--- config.mk ---
export PLATFORM = sky130hd
export DESIGN_NAME = mbus_ctrl
export DESIGN_NICKNAME = d
export VERILOG_FILES = /design/src/md_bus_pkg.sv /design/src/mbus_ctrl.sv
export SDC_FILE = /design/constraint.sdc
export NUM_CORES = 1
export LEC_CHECK = 0
export BUFFER_PORTS_ARGS = -buffer_cell sky130_fd_sc_hd__buf_2
export CAP_MARGIN = 20
export CORE_ASPECT_RATIO = 2
export CORE_MARGIN = 2
export CORE_UTILIZATION = 40
export DETAILED_ROUTE_END_ITERATION = 12
export PLACE_DENSITY_LB_ADDON = 0.08
export SLEW_MARGIN = 25
export SYNTH_ARGS = -nofsm -noshare
export SYNTH_HDL_FRONTEND = slang
export SYNTH_SLANG_ARGS = --single-unit
--- constraint.sdc ---
create_clock -name MCLK -period 7.42 [get_ports MCLK]
set_input_delay 1.113 -clock MCLK [delete_from_list [all_inputs] [get_ports MCLK]]
set_output_delay 1.113 -clock MCLK [all_outputs]
set_load 0.02 [all_outputs]
--- src/md_bus_pkg.sv ---
// Shared bus types and map constants; ROM must sit below A00000 and work RAM mirrors over E00000-FFFFFF
package md_bus_pkg;

	// ----------------------------------------
	// Bus types
	// ----------------------------------------

	// Word address as driven by the 68000, byte lane picked by the strobes
	typedef logic [23:1] cpu_addr_t;

	typedef logic [15:0] word_t;

	// Sound-bus data is byte wide
	typedef logic [7:0]  byte_t;

	// ----------------------------------------
	// Main-bus memory map
	// ----------------------------------------

	// Upper address byte of the sound-CPU window A00000-A0FFFF
	localparam logic [7:0]  ZBUS_TOP = 8'hA0;

	// Work RAM E00000-FFFFFF
	localparam logic [2:0]  WRAM_TOP = 3'b111;

	// Sound-CPU control registers, byte addresses
	localparam logic [23:0] CTRL_BUSREQ_ADDR = 24'hA11100;
	localparam logic [23:0] CTRL_RESET_ADDR  = 24'hA11200;

	// ----------------------------------------
	// Reset and fill values
	// ----------------------------------------

	// NOP opcode, what the bus floats to before any real read
	localparam logic [15:0] OPEN_BUS_INIT = 16'h4E71;

	// Sound bus not granted or no RAM behind the address
	localparam logic [7:0]  ZBUS_FILL = 8'hFF;

	// Sound-bus address bit 14 set selects the FM range 4000-7FFF
	localparam int ZRAM_WINDOW_BIT = 14;

endpackage

--- src/mbus_ctrl.sv ---
// Master must hold address, strobes and data while AS is low; ROM writes are dropped, no bus arbitration
`timescale 1ns/10ps

module mbus_ctrl (
	input  logic                  MCLK,
	input  logic                  reset,
	input  logic                  cpu_as_n,
	input  logic                  cpu_rnw,
	input  logic                  cpu_uds_n,
	input  logic                  cpu_lds_n,
	input  md_bus_pkg::cpu_addr_t cpu_addr,
	input  md_bus_pkg::word_t     cpu_wdata,
	input  md_bus_pkg::word_t     rom_rdata,
	input  logic                  rom_ack,
	input  md_bus_pkg::cpu_addr_t rom_size,
	input  md_bus_pkg::word_t     wram_rdata,
	input  md_bus_pkg::byte_t     zb_rdata,
	input  logic                  zb_done,
	output md_bus_pkg::word_t     cpu_rdata,
	output logic                  cpu_dtack_n,
	output md_bus_pkg::cpu_addr_t rom_addr,
	output logic                  rom_req,
	output logic [14:0]           wram_addr,
	output md_bus_pkg::word_t     wram_wdata,
	output logic                  wram_we_hi,
	output logic                  wram_we_lo,
	output logic                  zb_sel,
	output logic [14:0]           zb_addr,
	output md_bus_pkg::byte_t     zb_wdata,
	output logic                  zb_rnw,
	output logic                  z80_busreq_n,
	output logic                  z80_reset_n
);

	localparam logic [2:0] ST_IDLE     = 3'd0;
	localparam logic [2:0] ST_SELECT   = 3'd1;
	localparam logic [2:0] ST_ROM_WAIT = 3'd2;
	localparam logic [2:0] ST_RAM_READ = 3'd3;
	localparam logic [2:0] ST_ZB_WAIT  = 3'd4;
	localparam logic [2:0] ST_FINISH   = 3'd5;

	logic [2:0]            state;

	// Latched access
	md_bus_pkg::cpu_addr_t addr_q;
	md_bus_pkg::word_t     wdata_q;
	logic                  rnw_q;
	logic                  uds_q;
	logic                  lds_q;

	md_bus_pkg::word_t     open_bus;
	md_bus_pkg::word_t     ctrl_rdata;

	logic                  in_rom;
	logic                  in_zbus;
	logic                  in_wram;
	logic                  is_busreq;
	logic                  is_reset;

	// ----------------------------------------
	// Address decode
	// ----------------------------------------

	// Everything below the sound window is cartridge space
	assign in_rom    = addr_q[23:20] < md_bus_pkg::ZBUS_TOP[7:4];
	assign in_zbus   = addr_q[23:16] == md_bus_pkg::ZBUS_TOP;
	assign in_wram   = addr_q[23:21] == md_bus_pkg::WRAM_TOP;
	assign is_busreq = {addr_q, 1'b0} == md_bus_pkg::CTRL_BUSREQ_ADDR;
	assign is_reset  = {addr_q, 1'b0} == md_bus_pkg::CTRL_RESET_ADDR;

	// Only bit 8 is real and the rest is open bus
	always_comb begin
		ctrl_rdata = open_bus;
		ctrl_rdata[8] = is_busreq ? z80_busreq_n : z80_reset_n;
	end

	assign rom_addr   = addr_q;
	assign wram_addr  = addr_q[15:1];
	assign wram_wdata = wdata_q;

	// Byte writes go out for one cycle while the decode is made
	assign wram_we_hi = (state == ST_SELECT) && in_wram && !rnw_q && !uds_q;
	assign wram_we_lo = (state == ST_SELECT) && in_wram && !rnw_q && !lds_q;

	// Even byte when the upper strobe is active
	assign zb_addr  = {addr_q[14:1], uds_q};
	assign zb_wdata = !uds_q ? wdata_q[15:8] : wdata_q[7:0];
	assign zb_rnw   = rnw_q;

	// ----------------------------------------
	// Access state machine
	// ----------------------------------------

	always_ff @(posedge MCLK) begin
		if (reset) begin
			state        <= ST_IDLE;
			cpu_dtack_n  <= 1'b1;
			rom_req      <= 1'b0;
			zb_sel       <= 1'b0;
			open_bus     <= md_bus_pkg::OPEN_BUS_INIT;
			z80_busreq_n <= 1'b1;
			z80_reset_n  <= 1'b0;
		end else begin
			if (cpu_as_n)
				cpu_dtack_n <= 1'b1;

			case (state)
			ST_IDLE: begin
				if (!cpu_as_n && cpu_dtack_n) begin
					addr_q    <= cpu_addr;
					wdata_q   <= cpu_wdata;
					rnw_q     <= cpu_rnw;
					uds_q     <= cpu_uds_n;
					lds_q     <= cpu_lds_n;
					// Unmapped space returns this unchanged
					cpu_rdata <= open_bus;
					state     <= ST_SELECT;
				end
			end

			ST_SELECT: begin
				state <= ST_FINISH;
				if (in_rom) begin
					if (rnw_q && addr_q < rom_size) begin
						rom_req <= ~rom_req;
						state   <= ST_ROM_WAIT;
					end else begin
						// ROM is not touched past the end of the image
						cpu_rdata <= '0;
					end
				end else if (in_zbus) begin
					zb_sel <= 1'b1;
					state  <= ST_ZB_WAIT;
				end else if (is_busreq || is_reset) begin
					if (!rnw_q && !uds_q) begin
						if (is_busreq)
							z80_busreq_n <= ~wdata_q[8];
						else
							z80_reset_n <= wdata_q[8];
					end
					cpu_rdata <= ctrl_rdata;
				end else if (in_wram && rnw_q) begin
					state <= ST_RAM_READ;
				end
			end

			ST_ROM_WAIT: begin
				if (rom_req == rom_ack) begin
					cpu_rdata <= rom_rdata;
					open_bus  <= rom_rdata;
					state     <= ST_FINISH;
				end
			end

			ST_RAM_READ: begin
				cpu_rdata <= wram_rdata;
				open_bus  <= wram_rdata;
				state     <= ST_FINISH;
			end

			ST_ZB_WAIT: begin
				if (zb_done) begin
					zb_sel    <= 1'b0;
					cpu_rdata <= {zb_rdata, zb_rdata};
					state     <= ST_FINISH;
				end
			end

			ST_FINISH: begin
				cpu_dtack_n <= 1'b0;
				state       <= ST_IDLE;
			end

			default: state <= ST_IDLE;
			endcase
		end
	end

	// ----------------------------------------
	// Protocol checks
	// ----------------------------------------

	// DTACK must drop back once the master has let go of AS
	a_dtack_release: assert property (@(posedge MCLK) disable iff (reset)
		(cpu_as_n && !cpu_dtack_n) |=> cpu_dtack_n);

	// No second toggle before the responder caught up
	a_rom_req_hold: assert property (@(posedge MCLK) disable iff (reset)
		(rom_req != rom_ack) |=> $stable(rom_req));

endmodule

==> results.yml, run 1 <==
outcome:
  status: "complete, no violations"
die:
  die_h_microns: 152
  core_sq_um: 10800
  fp-row-count: 54
  die_x_microns: 78.0
  start_util_pct: 40.5
  die-area_sq_um: 11900
  ios: 211
critical_path:
  criticalPathCategory: "in2reg"
  critical_path_buf_inv_count: 3
  path_delay_family: "simple AND/OR/NAND/NOR gates"
  crit_arrival_ns: 3.21
  crit_path_cell_trace: "buf_2 -> inv_1 -> ha_1 -> nand4_1 -> nor4_1 -> nand4_1 -> o21ai_0 -> nor3_1 -> nor3_2 -> buf_4"
  path_common_cell: "nand4_1"
  critPathLaunchType: "input port"
  cpPeakStageDelay_ns: 0.47
  worstPathMaxFanout: 16
  cp-end-kind: "flop"
  crit_slowest_cell: "nor4_1"
  crit_required_ns: 7.44
routing:
  first_iter_violations: 203
  postRouteAntennaNets: 0
  drc: 0
  vias: 3772
  routed_wl_mm: 11.9
  drt_first_pass_iters: 6
  routedWlPerCell_microns: 16.2
  vias_per_cell: 5.13
synthesis:
  async_flop_share_pct: 0
  synth_warnings: 0
  synth-edff-count: 58
  ys.flop_type: "edfxtp_1"
  yosysMostFrequentCell: "edfxtp_1"
  synth_nets: 548
  yosys-top-cells-count: "58 x edfxtp_1, 47 x nand2_1, 47 x nor2_1"
  syn_inst: 416
  synth_area_sq_um: 4380
  synth_top_cell_by_area: "edfxtp_1"
  synth.top_cell.area_share_pct: 39.7
  yosys-top-cells-area: "edfxtp_1 40%, dfxtp_1 11%, ha_1 6.3%, buf_4 5.1%, nand2_1 4.0%"
  ys_ff_latch: 82
  syn-mean-instance-area_sq_um: 10.5
  synth.distinct_cells: 47
  yosysSeqAreaShare_pct: 50.7
clock_tree:
  postCtsSetupBuffers: 0
  cts_resized: 0
  ctsHoldBuffers: 0
  cts_root_buffer: "clkbuf_16"
  cts_sinks: 82
  cts_inserted_buffers: 9
  clk_pin_slew_ns: 0.06
  clockBufferDepth: 2
  h-tree-depth: 3
  cts_tree: "built"
  worstSkewPairLatency_ns: 0.33
global_route:
  grt_overflow: 0
  grt_pass1_vias: 3842
  antenna_found_initial: 0
  use_met3_pct: 4.28
  use_met2_pct: 39.3
  top_usage_layer: "met2"
  track_usage_pct: 20.0
  grt_pass1_wl_mm: 18.6
  grtUsageMet1_pct: 19.0
  grt_start_max_net_pins: 43
timing:
  finalCritPeriodShare_pct: 43.1
  fin_crit_ns: 3.20
  skew_ns: 0.00682
  fin_setup_tns_ns: 0
  relSlewSlack_pct: 46.6
  rsz0062_at_grt: "no"
  drv_slew: 0
  max_clock_freq_mhz: 313
  hold_viol: 0
  worstMarginPinSlew_ns: 0.802
  setup_viol: 0
final_layout:
  layout-area-overhead-vs-synth_pct: 28.2
  drive_above_1_share_pct: 42.4
  diodes: 0
  nets: 724
place:
  gp_congestion: 0.788
  io_buffers: 210
  dpl.hpwl_mm: 9.30
power:
  switchingPower_mw: 0.496
  swShare_pct: 33.0
  internal_power_mw: 1.00
  p_leak_nw: 2.52
  ir_drop_mv: 0.152
  p_total_mw: 1.50
  p_seq_share_pct: 41.3
  p_clk_share_pct: 28.8
  p_comb_share_pct: 29.9
  p_per_area_nw_per_um2: 267
flow_run:
  maxCapViolCount: 0
worst_hold_path:
  min_path_type: "reg2reg"
==> final cells by class <==
type,count,area [sq um]
well taps,140,175
repair buffers,215,1090
fillers,1052,5190
inverters,27,101
flip-flops and latches,82,2220
clock inverters,5,55.1
clock buffers,10,229
multi-input cells,257,1750
==> power groups by stage <==
stage,Sequential (mW),Combinational (mW),Clock (mW)
floorplan,0.679,0.266,0
global placement,0.629,0.448,0
detailed placement,0.631,0.453,0
CTS,0.622,0.455,0.445
global route,0.629,0.486,0.463
finish,0.620,0.448,0.432
==> layout by cell type (no fill, tap or decap), types with 2 or more instances in the layout <==
cell type    n
a211oi_1     2
a21o_1       2
a21oi_1     12
a221o_1     15
a311oi_1     9
a31oi_1     11
buf_2      210
buf_4        5
clkbuf_16    9
dfxtp_1     24
edfxtp_1    58
ha_1        22
inv_1       27
mux2_2       9
mux2i_1     16
nand2_1     47
nand2b_1     4
nand3_1      4
nand4_1      5
nor2_1      46
nor2b_1      2
nor3_1       3
nor4_1       6
nor4_2       2
nor4b_1      2
o211ai_1     2
o21a_1       2
o21ai_0      5
o32ai_1      2
or2_2        9
xnor2_1      2
==> cell families (layout without fill, tap and decap cells) <==
family                   after synthesis  count (layout)  share of synthesized area, %
AND/OR/NAND/NOR                      141             141                          15.5
buffers and inverters                 77             257                          9.73
AO/OA/AOI/OAI                         67              67                          11.4
multiplexers                          25              25                          5.97
adder cells (fa/ha/maj)               22              22                          6.28
flip-flops                            82              82                          50.7
XOR/XNOR                               2               2                         0.400
==> worst paths after layout <==
| check | startpoint | to | slack, ns | cells after the start |
|---|---|---|---|---|
| min reg2reg | z80_reset_n | z80_reset_n | 0.48 | 2 |
| max reg2reg | rom_addr[21] | cpu_rdata[8] | 4.56 | 8 |
| max | rom_size[21] | cpu_rdata[8] | 4.22 | 10 |
| min | z80_reset_n | z80_reset_n | 0.48 | 2 |
==> through the flow <==
step	cells	worst slack, ns	util [%]	hold slack [ns]	area [sq um]
CTS	736	4.18	52.0	0.484	5620
global placement	721	3.90	49.3	0.460	5330
global route	736	4.05	52.0	0.501	5620
detailed placement	721	3.85	49.4	0.473	5340
floorplan	416	1.33	-	0.458	4380
finish	736	4.22	52.0	0.482	5620
==> sequential cells by signal, summed over array words and instances, names as in the netlist <==
| name | cells |
|---|---|
| rom_req | 1 |
| zb_sel | 1 |
| cpu_dtack_n | 1 |
| state | 3 |
| z80_busreq_n | 1 |
| cpu_rdata | 16 |
| wram_wdata | 16 |
| zb_rnw | 1 |
| uds_q | 1 |
| rom_addr | 23 |
| lds_q | 1 |
| open_bus | 16 |
| z80_reset_n | 1 |
==> worst reg2reg max path, cell delays in order, from the launching register on <==
cell	delay (ns)
edfxtp_1	0.49
ha_1	0.37
nand4_1	0.15
nor4_1	0.47
nand4_1	0.13
o21ai_0	0.33
nor3_1	0.14
nor3_2	0.20
buf_4	0.27
==> routing by layer <==
layer | share of wire [%] | vias to the layer above | wire length, microns
met5 | 0 | - | 0
met4 | 2.2 | 0 | 260
met3 | 6.1 | 15 | 725
met2 | 58 | 143 | 6940
met1 | 34 | 1786 | 4020
li1 | - | 1828 | -
Note: power is estimated with default switching activity, not from simulation.
==> run 2, diff against run 1 <==
ABC_AREA = 1   (was default)
clock period = 2.65 ns   (was 7.42 ns; I/O delays follow)
==> run 2 against run 1 <==
Via count grew 5.5%. Largest cell class unchanged. Combinational power rose to 2.7 times the previous value. Global-route usage grew 0.47 points. Clock power grew to 3.2 times the previous value. Sequential share of layout area decreased by 0.28 points. Design area is 0.71% higher. Synthesized cell count rose by 19%. Register-to-register slack got worse by 4.1 ns.
==> results.yml, run 2 <==
outcome:
  status: "complete, no violations"
place:
  dpl.hpwl_mm: 9.93
  io_buffers: 210
  gp_congestion: 0.787
  placed_area_sq_um: 5330
synthesis:
  synth_nets: 629
  synth_warnings: 0
  synth_top_cell_by_area: "edfxtp_1"
  ys.flop_type: "edfxtp_1"
  syn_inst: 497
  yosys-top-cells-count: "147 x nand2_1, 64 x inv_1, 58 x edfxtp_1"
  synth.distinct_cells: 33
  yosys-top-cells-area: "edfxtp_1 40%, nand2_1 13%, dfxtp_1 11%, ha_1 6.3%, inv_1 5.5%"
  async_flop_share_pct: 0
  yosysMostFrequentCell: "nand2_1"
  yosysSeqAreaShare_pct: 51.1
  ys_ff_latch: 82
  synth_area_sq_um: 4350
  syn-mean-instance-area_sq_um: 8.74
  synth.top_cell.area_share_pct: 40.1
  synth-edff-count: 58
timing:
  fin_setup_tns_ns: 0
  setup_viol: 0
  drv_slew: 0
  relSlewSlack_pct: 62.6
  worstMarginPinSlew_ns: 0.561
  max_clock_freq_mhz: 458
  finalCritPeriodShare_pct: 82.5
  fin_crit_ns: 2.19
  skew_ns: 0.0106
  rsz0062_at_grt: "no"
  hold_viol: 0
clock_tree:
  cts_root_buffer: "clkbuf_16"
  cts_resized: 0
  worstSkewPairLatency_ns: 0.34
  h-tree-depth: 3
  clk_pin_slew_ns: 0.07
  cts_tree: "built"
  cts_sinks: 82
  postCtsSetupBuffers: 0
  clockBufferDepth: 2
  cts_inserted_buffers: 9
  ctsHoldBuffers: 0
global_route:
  grt_start_max_net_pins: 43
  grt_overflow: 0
  grt_pass1_wl_mm: 18.4
  track_usage_pct: 20.5
  grt_pass1_vias: 3873
  antenna_found_initial: 1
critical_path:
  crit_path_cell_trace: "ha_1 -> nand2_1 -> nor2_1 -> nand3_1 -> nor2_1 -> nand2_1 -> nand3_1 -> nor2_1 -> nor2_1 -> buf_4"
  cpPeakStageDelay_ns: 0.44
  crit_slowest_cell: "edfxtp_1"
  cp-end-kind: "flop"
  crit_required_ns: 2.67
  r2r_start: "rom_addr[14]"
  reg2reg_depth: 10
  critPathLaunchType: "flop"
  critical_path_buf_inv_count: 1
  path_delay_family: "simple AND/OR/NAND/NOR gates"
  path_common_cell: "nor2_1"
  crit_arrival_ns: 2.21
  worstPathMaxFanout: 16
  r2r_slack_ns: 0.46
  critical_path.startpoint: "rom_addr[14]"
  crit_cells: 10
  criticalPathCategory: "reg2reg"
routing:
  drt_first_pass_iters: 4
  drc: 0
  vias_per_cell: 4.82
  vias: 3978
  first_iter_violations: 137
  postRouteAntennaNets: 0
  routed_wl_mm: 12.3
  routedWlPerCell_microns: 14.8
die:
  die-area_sq_um: 11800
  start_util_pct: 41.2
  die_h_microns: 151
  die_x_microns: 77.7
  core_sq_um: 10500
  fp-row-count: 53
  ios: 211
final_layout:
  nets: 814
  final_cell_area_sq_um: 5660
  largest_register_ffs: 23
  drive_above_1_share_pct: 36.5
  final_cell_mix: "210 x buf_2, 147 x nand2_1, 64 x inv_1"
  layout_commonest_cell: "buf_2"
  layout-area-overhead-vs-synth_pct: 30.2
power:
  p_per_area_nw_per_um2: 759
  p_total_mw: 4.30
  p_leak_nw: 2.84
  ir_drop_mv: 0.421
worst_hold_path:
  min_path_type: "in2reg"
  hp-start: "cpu_addr[9]"
  hold_path_depth: 1
flow_run:
  maxCapViolCount: 0
## run 2: cell types whose count changed after synthesis, sizes merged, moves of 8 or more
| cell | change |
|---|---|
| o21ai | +17 |
| mux2i | -16 |
| nand3 | +14 |
| nand2 | +106 |
| mux2 | -9 |
| inv | +44 |
| clkbuf | -10 |
| a221o | -15 |
| o2111ai | +8 |
| a311oi | -9 |
| nor2 | -14 |
## run 2: metal layers
layer	track usage, %	part of all wire (%)	routed length (microns)
met1	19.9	35	4250
met2	40.2	57	6990
met3	4.35	5.5	678
met4	9.29	2.7	331
met5	0	0	0
## run 2: cell families after synthesis
logic type / Yosys count / synth area share [%]
flip-flops: 82 / 51.1
AO/OA/AOI/OAI: 53 / 7.23
buffers and inverters: 111 / 12.6
AND/OR/NAND/NOR: 228 / 22.5
XOR/XNOR: 1 / 0.202
adder cells (fa/ha/maj): 22 / 6.33
## run 2: area by class of cell
| type | count | area, sq um |
|---|---|---|
| Multi-Input combinational cell | 304 | 1590 |
| Clock buffer | 9 | 225 |
| Inverter | 72 | 272 |
| Timing Repair Buffer | 213 | 1070 |
| Sequential cell | 82 | 2220 |
| Clock inverter | 7 | 100 |
| Tap cell | 137 | 171 |
| Antenna cell | 1 | 2.50 |
| Fill cell | 1028 | 4880 |
## run 2: where the power goes
| part | internal [mW] | switching (mW) |
|---|---|---|
| Combinational | 0.388 | 0.802 |
| Sequential | 1.62 | 0.118 |
| Clock | 0.834 | 0.535 |
| Total | 2.84 | 1.45 |
## run 2: worst reg2reg max path, stage by stage, from the launching register on
cell      delay, ns
edfxtp_1       0.44
ha_1           0.33
nand2_1        0.07
nor2_1         0.18
nand3_1        0.10
nor2_1         0.10
nand2_1        0.06
nand3_1        0.13
nor2_1         0.08
nor2_1         0.11
buf_4          0.26
## run 2: final timing paths
| check | to |
|---|---|
| worst max register to register | cpu_rdata[15] |
| worst max-delay path | cpu_rdata[15] |
| worst min register to register | open_bus[10] |
| worst min-delay path | rom_addr[9] |
## run 2: through the flow
stage	setup slack (ns)	hold slack, ns	util, %	instances
after floorplan	0.128	0.429	-	497
after global placement	0.463	0.439	50.6	808
after detailed placement	0.449	0.448	50.6	808
after CTS	0.451	0.220	53.6	824
after global routing	0.244	0.214	53.7	825
final	0.464	0.229	53.7	825
